File: config.mk
export PLATFORM = sky130hd
export DESIGN_NAME = ssb_receiver
export DESIGN_NICKNAME = d
export VERILOG_FILES = /design/src/hw/rx_pkg.sv /design/src/hw/cic_decimator.sv /design/src/hw/frame_sync.sv /design/src/hw/nco_mixer.sv /design/src/hw/pss_correlator.sv /design/src/hw/ssb_receiver.sv
export VERILOG_INCLUDE_DIRS = /design/src /design/src/include
export SDC_FILE = /design/constraint.sdc
export NUM_CORES = 2
export LEC_CHECK = 0
export BUFFER_PORTS_ARGS = -buffer_cell sky130_fd_sc_hd__buf_2
export CORE_ASPECT_RATIO = 1.25
export CORE_MARGIN = 4
export CORE_UTILIZATION = 57
export CTS_CLUSTER_DIAMETER = 50
export DETAILED_ROUTE_END_ITERATION = 12
export HOLD_SLACK_MARGIN = 0.15
export PLACE_DENSITY = 0.79
export SKIP_CTS_REPAIR_TIMING = 1
export SYNTH_ARGS = -nofsm -noshare
export SYNTH_HDL_FRONTEND = slang
export SYNTH_SLANG_ARGS = --single-unit
File: constraint.sdc
create_clock -name clk_i -period 7.55 [get_ports clk_i]
set_clock_uncertainty 0.2 [all_clocks]
set_input_delay 0.755 -clock clk_i [delete_from_list [all_inputs] [get_ports clk_i]]
set_output_delay 0.755 -clock clk_i [all_outputs]
set_load 0.01 [all_outputs]
File: src/include/rx_config.svh
`ifndef RX_CONFIG_SVH
`define RX_CONFIG_SVH

// width of one I or Q component
`define RX_SAMPLE_DW 12

// taps per PSS sequence
`define RX_PSS_LEN 15

// detection level on |re| + |im| of the correlation sum
`define RX_PSS_THRESH 4000

// decimated samples skipped after the peak report
`define RX_SYM_OFFSET 4

// gated samples per symbol
`define RX_SYM_LEN 15

`endif

File: src/hw/rx_pkg.sv
`include "rx_config.svh"

package rx_pkg;

    typedef struct packed {
        logic signed [`RX_SAMPLE_DW-1:0] re;
        logic signed [`RX_SAMPLE_DW-1:0] im;
    } iq_t;

    typedef struct packed {
        logic valid;
        iq_t  data;
    } iq_stream_t;

    typedef struct packed {
        logic                     valid;
        logic [1:0]               nid2;
        logic [`RX_SAMPLE_DW+4:0] metric;
    } pss_report_t;

    typedef struct packed {
        logic       valid;
        logic       sym_start;
        logic [1:0] nid2;
        logic       hard_bit;
    } sym_out_t;

    // cosine scaled by 128, eight steps per turn
    function automatic logic signed [8:0] nco_cos(input logic [2:0] idx);
        case (idx)
            3'd0: return 9'sd128;
            3'd1: return 9'sd91;
            3'd2: return 9'sd0;
            3'd3: return -9'sd91;
            3'd4: return -9'sd128;
            3'd5: return -9'sd91;
            3'd6: return 9'sd0;
            default: return 9'sd91;
        endcase
    endfunction

    function automatic logic signed [8:0] nco_sin(input logic [2:0] idx);
        return nco_cos(idx - 3'd2); // sin lags cos by a quarter turn
    endfunction

    // 1 means the tap is -1
    function automatic logic pss_tap(input int seq, input int pos);
        logic [`RX_PSS_LEN-1:0] chip;
        int                     idx;
        chip    = '0;
        chip[3] = 1'b1;
        for (int i = 0; i < `RX_PSS_LEN - 4; i++) begin
            chip[i+4] = chip[i+1] ^ chip[i]; // x^4 + x + 1
        end
        idx = (pos + 5 * seq) % `RX_PSS_LEN;
        return chip[idx];
    endfunction

endpackage

File: src/hw/cic_decimator.sv
`include "rx_config.svh"

module cic_decimator import rx_pkg::*; (
    input  logic       clk_i,
    input  logic       reset_ni,
    input  iq_stream_t in_i,
    output iq_stream_t out_o
);

    localparam int DW = `RX_SAMPLE_DW;
    localparam int CW = DW + 2;         // gain is 4 for N=2, R=2

    logic signed [CW-1:0] x       [2];
    logic signed [CW-1:0] int1    [2];
    logic signed [CW-1:0] int2    [2];
    logic signed [CW-1:0] int1_n  [2];
    logic signed [CW-1:0] int2_n  [2];
    logic signed [CW-1:0] int2_d  [2]; // int2 at the previous output
    logic signed [CW-1:0] comb1   [2];
    logic signed [CW-1:0] comb1_d [2];
    logic signed [CW-1:0] comb2   [2];
    logic                 odd;          // next sample completes a pair

    assign x[0] = in_i.data.re;
    assign x[1] = in_i.data.im;

    // index 0 is I, 1 is Q
    always_comb begin
        for (int c = 0; c < 2; c++) begin
            int1_n[c] = int1[c] + x[c];
            int2_n[c] = int2[c] + int1_n[c];
            comb1[c]  = int2_n[c] - int2_d[c];
            comb2[c]  = comb1[c] - comb1_d[c];
        end
    end

    always_ff @(posedge clk_i) begin
        out_o.data.re <= comb2[0][CW-1:2];
        out_o.data.im <= comb2[1][CW-1:2];
        if (!reset_ni) begin
            odd         <= 1'b0;
            out_o.valid <= 1'b0;
            for (int c = 0; c < 2; c++) begin
                int1[c]    <= '0;
                int2[c]    <= '0;
                int2_d[c]  <= '0;
                comb1_d[c] <= '0;
            end
        end else begin
            out_o.valid <= in_i.valid && odd;
            if (in_i.valid) begin
                odd <= !odd;
                for (int c = 0; c < 2; c++) begin
                    int1[c] <= int1_n[c];
                    int2[c] <= int2_n[c];
                    if (odd) begin
                        int2_d[c]  <= int2_n[c];  // combs run at half rate
                        comb1_d[c] <= comb1[c];
                    end
                end
            end
        end
    end

    a_half_rate: assert property (@(posedge clk_i) disable iff (!reset_ni)
        out_o.valid |=> !out_o.valid);

endmodule

File: src/hw/frame_sync.sv
`include "rx_config.svh"

module frame_sync import rx_pkg::*; (
    input  logic        clk_i,
    input  logic        reset_ni,
    input  iq_stream_t  in_i,
    input  pss_report_t report_i,
    output logic        search_en_o,
    output sym_out_t    sym_o
);

    localparam int CNT_W = $clog2(`RX_SYM_OFFSET + `RX_SYM_LEN + 1);

    typedef enum logic [1:0] {
        SEARCH,
        WAIT_OFFSET,
        GATE
    } state_t;

    state_t           state;
    logic [CNT_W-1:0] cnt;           // decimated samples seen in this state
    logic [1:0]       nid2;

    always_ff @(posedge clk_i) begin
        if (state == SEARCH && report_i.valid) begin
            nid2 <= report_i.nid2;
        end
        sym_o.nid2      <= nid2;
        sym_o.sym_start <= (cnt == '0);
        sym_o.hard_bit  <= ~in_i.data.re[`RX_SAMPLE_DW-1]; // BPSK from sign of re
        if (!reset_ni) begin
            state       <= SEARCH;
            cnt         <= '0;
            search_en_o <= 1'b1;
            sym_o.valid <= 1'b0;
        end else begin
            sym_o.valid <= 1'b0;
            case (state)
                SEARCH: begin
                    if (report_i.valid) begin
                        search_en_o <= 1'b0;
                        cnt         <= '0;
                        state       <= WAIT_OFFSET;
                    end else begin
                        search_en_o <= 1'b1; // rises once the last symbol sample is out
                    end
                end
                WAIT_OFFSET: if (in_i.valid) begin
                    if (cnt == CNT_W'(`RX_SYM_OFFSET - 1)) begin
                        cnt   <= '0;
                        state <= GATE;
                    end else begin
                        cnt <= cnt + 1'b1;
                    end
                end
                GATE: if (in_i.valid) begin
                    sym_o.valid <= 1'b1;
                    if (cnt == CNT_W'(`RX_SYM_LEN - 1)) begin
                        cnt   <= '0;
                        state <= SEARCH;
                    end else begin
                        cnt <= cnt + 1'b1;
                    end
                end
                default: state <= SEARCH;
            endcase
        end
    end

    a_gate_no_search: assert property (@(posedge clk_i) disable iff (!reset_ni)
        sym_o.valid |-> !search_en_o);

endmodule

File: src/hw/nco_mixer.sv
`include "rx_config.svh"

module nco_mixer import rx_pkg::*; (
    input  logic        clk_i,
    input  logic        reset_ni,
    input  iq_stream_t  in_i,
    input  logic [15:0] cfo_inc_i,
    output iq_stream_t  out_o
);

    localparam int DW = `RX_SAMPLE_DW;
    localparam int PW = DW + 9;         // sample times table entry

    logic [15:0]          phase;
    logic signed [8:0]    cos_w;
    logic signed [8:0]    sin_w;
    logic                 s1_valid;
    logic signed [PW-1:0] p_re_cos;
    logic signed [PW-1:0] p_im_sin;
    logic signed [PW-1:0] p_im_cos;
    logic signed [PW-1:0] p_re_sin;
    logic signed [PW:0]   sum_re;
    logic signed [PW:0]   sum_im;

    assign cos_w = nco_cos(phase[15:13]);
    assign sin_w = nco_sin(phase[15:13]);

    // phase advances once per accepted sample
    always_ff @(posedge clk_i) begin
        if (!reset_ni) begin
            phase    <= '0;
            s1_valid <= 1'b0;
        end else begin
            s1_valid <= in_i.valid;
            if (in_i.valid) begin
                phase <= phase + cfo_inc_i;
            end
        end
    end

    // stage 1: the four products
    always_ff @(posedge clk_i) begin
        p_re_cos <= in_i.data.re * cos_w;
        p_im_sin <= in_i.data.im * sin_w;
        p_im_cos <= in_i.data.im * cos_w;
        p_re_sin <= in_i.data.re * sin_w;
    end

    // x * conj(cos + j sin)
    assign sum_re = p_re_cos + p_im_sin;
    assign sum_im = p_im_cos - p_re_sin;

    // stage 2: drop 7 bits of table scale
    always_ff @(posedge clk_i) begin
        out_o.data.re <= sum_re[DW+6:7];
        out_o.data.im <= sum_im[DW+6:7];
        if (!reset_ni) begin
            out_o.valid <= 1'b0;
        end else begin
            out_o.valid <= s1_valid;
        end
    end

    // an output needs an input taken two cycles back, out of reset
    a_no_early_out: assert property (@(posedge clk_i) disable iff (!reset_ni)
        out_o.valid |-> $past(in_i.valid, 2) && $past(reset_ni, 2));

endmodule

File: src/hw/pss_correlator.sv
`include "rx_config.svh"

module pss_correlator import rx_pkg::*; (
    input  logic        clk_i,
    input  logic        reset_ni,
    input  iq_stream_t  in_i,
    input  logic        search_en_i,
    output pss_report_t report_o
);

    localparam int DW = `RX_SAMPLE_DW;
    localparam int N  = `RX_PSS_LEN;
    localparam int SW = DW + $clog2(N);
    localparam int MW = SW + 1;

    iq_t                  win    [N];  // win[0] holds the oldest sample
    iq_t                  cand   [N];  // window with the incoming sample
    logic signed [SW-1:0] acc_re [3];
    logic signed [SW-1:0] acc_im [3];
    logic signed [SW-1:0] sum_re [3];
    logic signed [SW-1:0] sum_im [3];
    logic                 sum_valid;
    logic [MW-1:0]        metric [3];
    logic [MW-1:0]        best_metric;
    logic [1:0]           best;

    function automatic logic [MW-1:0] mag(input logic signed [SW-1:0] v);
        logic signed [MW-1:0] w;
        w = v;
        return w[MW-1] ? -w : w;
    endfunction

    always_comb begin
        for (int i = 0; i < N - 1; i++) begin
            cand[i] = win[i+1];
        end
        cand[N-1] = in_i.data;
    end

    // sign-only taps, so each sum is adds and subtracts
    always_comb begin
        for (int k = 0; k < 3; k++) begin
            acc_re[k] = '0;
            acc_im[k] = '0;
            for (int i = 0; i < N; i++) begin
                if (pss_tap(k, i)) begin
                    acc_re[k] = acc_re[k] - cand[i].re;
                    acc_im[k] = acc_im[k] - cand[i].im;
                end else begin
                    acc_re[k] = acc_re[k] + cand[i].re;
                    acc_im[k] = acc_im[k] + cand[i].im;
                end
            end
        end
    end

    always_ff @(posedge clk_i) begin
        sum_re <= acc_re;
        sum_im <= acc_im;
        if (!reset_ni) begin
            sum_valid <= 1'b0;
            for (int i = 0; i < N; i++) begin
                win[i] <= '0;
            end
        end else begin
            sum_valid <= in_i.valid;
            if (in_i.valid) begin
                win <= cand;
            end
        end
    end

    // arg-max, ties keep the lower index
    always_comb begin
        for (int k = 0; k < 3; k++) begin
            metric[k] = mag(sum_re[k]) + mag(sum_im[k]);
        end
        best        = 2'd0;
        best_metric = metric[0];
        for (int k = 1; k < 3; k++) begin
            if (metric[k] > best_metric) begin
                best        = 2'(k);
                best_metric = metric[k];
            end
        end
    end

    always_ff @(posedge clk_i) begin
        report_o.nid2   <= best;
        report_o.metric <= best_metric;
        if (!reset_ni) begin
            report_o.valid <= 1'b0;
        end else begin
            report_o.valid <= sum_valid && search_en_i && (best_metric > MW'(`RX_PSS_THRESH));
        end
    end

    // a report always follows a decimated input by two cycles
    a_report_latency: assert property (@(posedge clk_i) disable iff (!reset_ni)
        report_o.valid |-> $past(in_i.valid, 2));

endmodule

File: src/hw/ssb_receiver.sv
module ssb_receiver import rx_pkg::*; (
    input  logic        clk_i,
    input  logic        reset_ni,
    input  iq_stream_t  sample_i,
    input  logic [15:0] cfo_inc_i,
    output iq_stream_t  decim_o,
    output pss_report_t report_o,
    output sym_out_t    sym_o
);

    iq_stream_t mixed;
    logic       search_en;

    nco_mixer nco_mixer_i (
        .clk_i     (clk_i),
        .reset_ni  (reset_ni),
        .in_i      (sample_i),
        .cfo_inc_i (cfo_inc_i),
        .out_o     (mixed)
    );

    cic_decimator cic_decimator_i (
        .clk_i    (clk_i),
        .reset_ni (reset_ni),
        .in_i     (mixed),
        .out_o    (decim_o)
    );

    // correlator and frame sync both see the decimated stream
    pss_correlator pss_correlator_i (
        .clk_i       (clk_i),
        .reset_ni    (reset_ni),
        .in_i        (decim_o),
        .search_en_i (search_en),
        .report_o    (report_o)
    );

    frame_sync frame_sync_i (
        .clk_i       (clk_i),
        .reset_ni    (reset_ni),
        .in_i        (decim_o),
        .report_i    (report_o),
        .search_en_o (search_en),
        .sym_o       (sym_o)
    );

endmodule

==> qor.yml <==
status: "finished, final reports clean"
cp_max_fo: 5
hold_violations: 0
cp.required_ns: 7.91
start_util_pct: 57.36
wl_per_cell_um: 18.77
max-cap-violations: 0
cts_tree: "yes"
gp_congestion: 0.9599
ys_async_sr_fraction_pct: 0
synth_seq_area_share_pct: 21.53
crit_arrival_ns: 7.64
netlist_area_um2: 72610
grt_antenna_before_repair: 4
drc: 0
synth.avg_cell_area_um2: 10.55
critPathCaptureType: "flop"
crit_path_top_delay_cell: "fa_1"
max_stage_delay_ns: 0.62
hold_path.class: "reg -> reg"
grt_pass1_vias: 52170
fp-row-count: 146
busiest_layer: "met2"
numClockSinks: 724
clk_latency_ns: 0.71
port_buffers: 92
vias: 47050
whs_ns: 0.1502
ys_warn_count: 0
ant_nets: 0
cts_buffers: 89
critPathMostFrequentCell: "fa_1"
die_area_um2: 133200
finalCriticalPeriod_ns: 7.280
crit_path_start_kind: "flop"
ctsLongestPathBuffers: 3
grt_pass1_wl_um: 268900
clk_pin_slew_ns: 0.06
die_h_um: 407.1
grt_use_met2_pct: 47.21
ios: 93
syn-num-nets: 8741
fmax_mhz: 137.4
ys_seq_elements: 724
drt_first_pass_iters: 5
grt_overflow_total: 0
wl_um: 164500
gr-usage-all-layers_pct: 25.62
drtIter0Drc: 2106
drive_gt1_share_pct: 6.813
synth_common_cells: "inv_1 (1,275), fa_1 (1,256), dfxtp_1 (610), ha_1 (556), nor2b_1 (396)"
slew_headroom_pct: 29.96
synth.most_common_cell: "inv_1"
ys.flop_type: "dfxtp_1"
slew_violations: 0
synth_cell_types: 87
syn-instance-count: 6886
met3_usage_pct: 3.509
synth_edf_count: 114
htree_num_levels: 3
dp_hpwl_um: 137200
clock-root-buffer: "clkbuf_16"
coreArea_um2: 126600
grtUsageMet1_pct: 27.48
worst-setup-path-type: "reg -> reg"
via_per_inst: 5.368
grt_max_degree: 146
synth_area_leaders: "fa_1 (35%), dfxtp_1 (17%), ha_1 (9.6%), inv_1 (6.6%), mux2i_1 (4.9%)"
die_x_um: 327.2
nNetsFinal: 8839
post-route-period-util_pct: 96.43
synth_top_area_share_pct: 34.63
worst_slew_pin_slew_ns: 1.051
areaGrowthSynthToFinish_pct: 8.238
yosys.area.top_type: "fa_1"
finalSetupViolCount: 0
[layout by cell type, fill, tap and decap left out, types with 15 or more instances in the layout]
cell	instances
inv_1	1274
fa_1	1254
dfxtp_1	604
ha_1	552
nor2b_1	395
mux2i_1	353
xnor2_1	319
nor2_1	260
nand2_1	254
a21oi_1	201
o21ai_0	155
edfxtp_1	114
xor2_1	107
clkbuf_16	96
buf_2	91
a21o_1	69
nor3_1	68
buf_4	67
and3_1	66
and2_1	65
nand2b_1	54
o21bai_1	53
nand3_1	52
or2_2	46
o21a_1	38
a21oi_2	29
or3_1	28
o21ai_1	27
o31ai_1	23
nor4_1	21
or4_1	15
a21boi_0	15
inv_6	15
[state kept, by name (all words and copies together), names as in the netlist, 2 cells and up]
signal	flops
nco_mixer_i.p_im_cos	19
pss_correlator_i.report_o	20
nco_mixer_i.p_re_sin	19
nco_mixer_i.out_o	25
nco_mixer_i.p_im_sin	19
nco_mixer_i.p_re_cos	19
frame_sync_i.cnt	5
pss_correlator_i.cand	336
frame_sync_i.state	2
nco_mixer_i.phase	16
pss_correlator_i.sum_im	48
cic_decimator_i.comb1_d	28
cic_decimator_i.int2	28
cic_decimator_i.int2_d	28
cic_decimator_i.int1	28
frame_sync_i.nid2	2
pss_correlator_i.sum_re	48
cic_decimator_i.out_o	25
frame_sync_i.sym_o	5
[final timing paths]
path                                                       endpoint  slack [ns]  depth (start not counted)                                     from
worst min-delay path                  frame_sync_i.sym_o[2]$_DFF_P_        0.15                          0           frame_sync_i.nid2[1]$_DFFE_PP_
worst max register to register  pss_correlator_i.sum_re[47]$_DFF_P_        0.27                         25  pss_correlator_i.cand[301]$_SDFFE_PN0P_
worst max-delay path            pss_correlator_i.sum_re[47]$_DFF_P_        0.27                         25  pss_correlator_i.cand[301]$_SDFFE_PN0P_
worst min register to register        frame_sync_i.sym_o[2]$_DFF_P_        0.15                          0           frame_sync_i.nid2[1]$_DFFE_PP_
[worst max-delay path: cells and delay by family (launching register included)]
| kind | cells | cell delay, ns |
|---|---|---|
| AOI/OAI and AO/OA | 9 | 1.50 |
| adders and majority gates | 8 | 3.65 |
| DFF | 1 | 0.42 |
| xor gates and xnor gates | 3 | 0.59 |
| and+or+nand+nor | 5 | 0.80 |
[area by class of cell]
cell class,count,area (um2)
Multi-Input combinational cell,4732,51860
Fill cell,9853,48000
Sequential cell,724,15650
Inverter,1275,4786
Clock buffer,120,2592
Tap cell,1702,2130
Timing Repair Buffer,162,1033
Clock inverter,47,546.8
Antenna cell,2,5.005
[per-layer routing]
| metal | up-vias | wire, um |
|---|---|---|
| li1 | 21990 | - |
| met1 | 23500 | 59160 |
| met2 | 1035 | 86300 |
| met3 | 518 | 6452 |
| met4 | 4 | 12570 |
| met5 | - | 33 |
[metrics by stage]
stage	instance area [um2]	instances	utilization [%]	setup slack, ns	TNS [ns]
3_5_place_dp	75030	8585	59.27	0.05247	0
6_report	78600	8764	62.09	0.2697	0
5_1_grt	78590	8762	62.08	-0.1137	-0.1744
3_3_place_gp	75030	8585	59.27	0.2081	0
2_1_floorplan	72610	6886	-	0.6868	0
4_1_cts	78170	8752	61.75	-0.1128	-0.2056
[kinds of logic after synthesis]
kind of cell / Yosys count / share of synthesized area, %
fa+ha+maj: 1814 / 44.24
buf+inv: 1431 / 7.554
simple gates: 1380 / 10.03
compound gates: 743 / 6.441
flops: 724 / 21.53
xor+xnor: 438 / 5.293
mux: 356 / 4.912
Power is left out: the tool's default activity adds up to more than one toggle a clock period on the data nets, which glitch-free logic cannot reach.
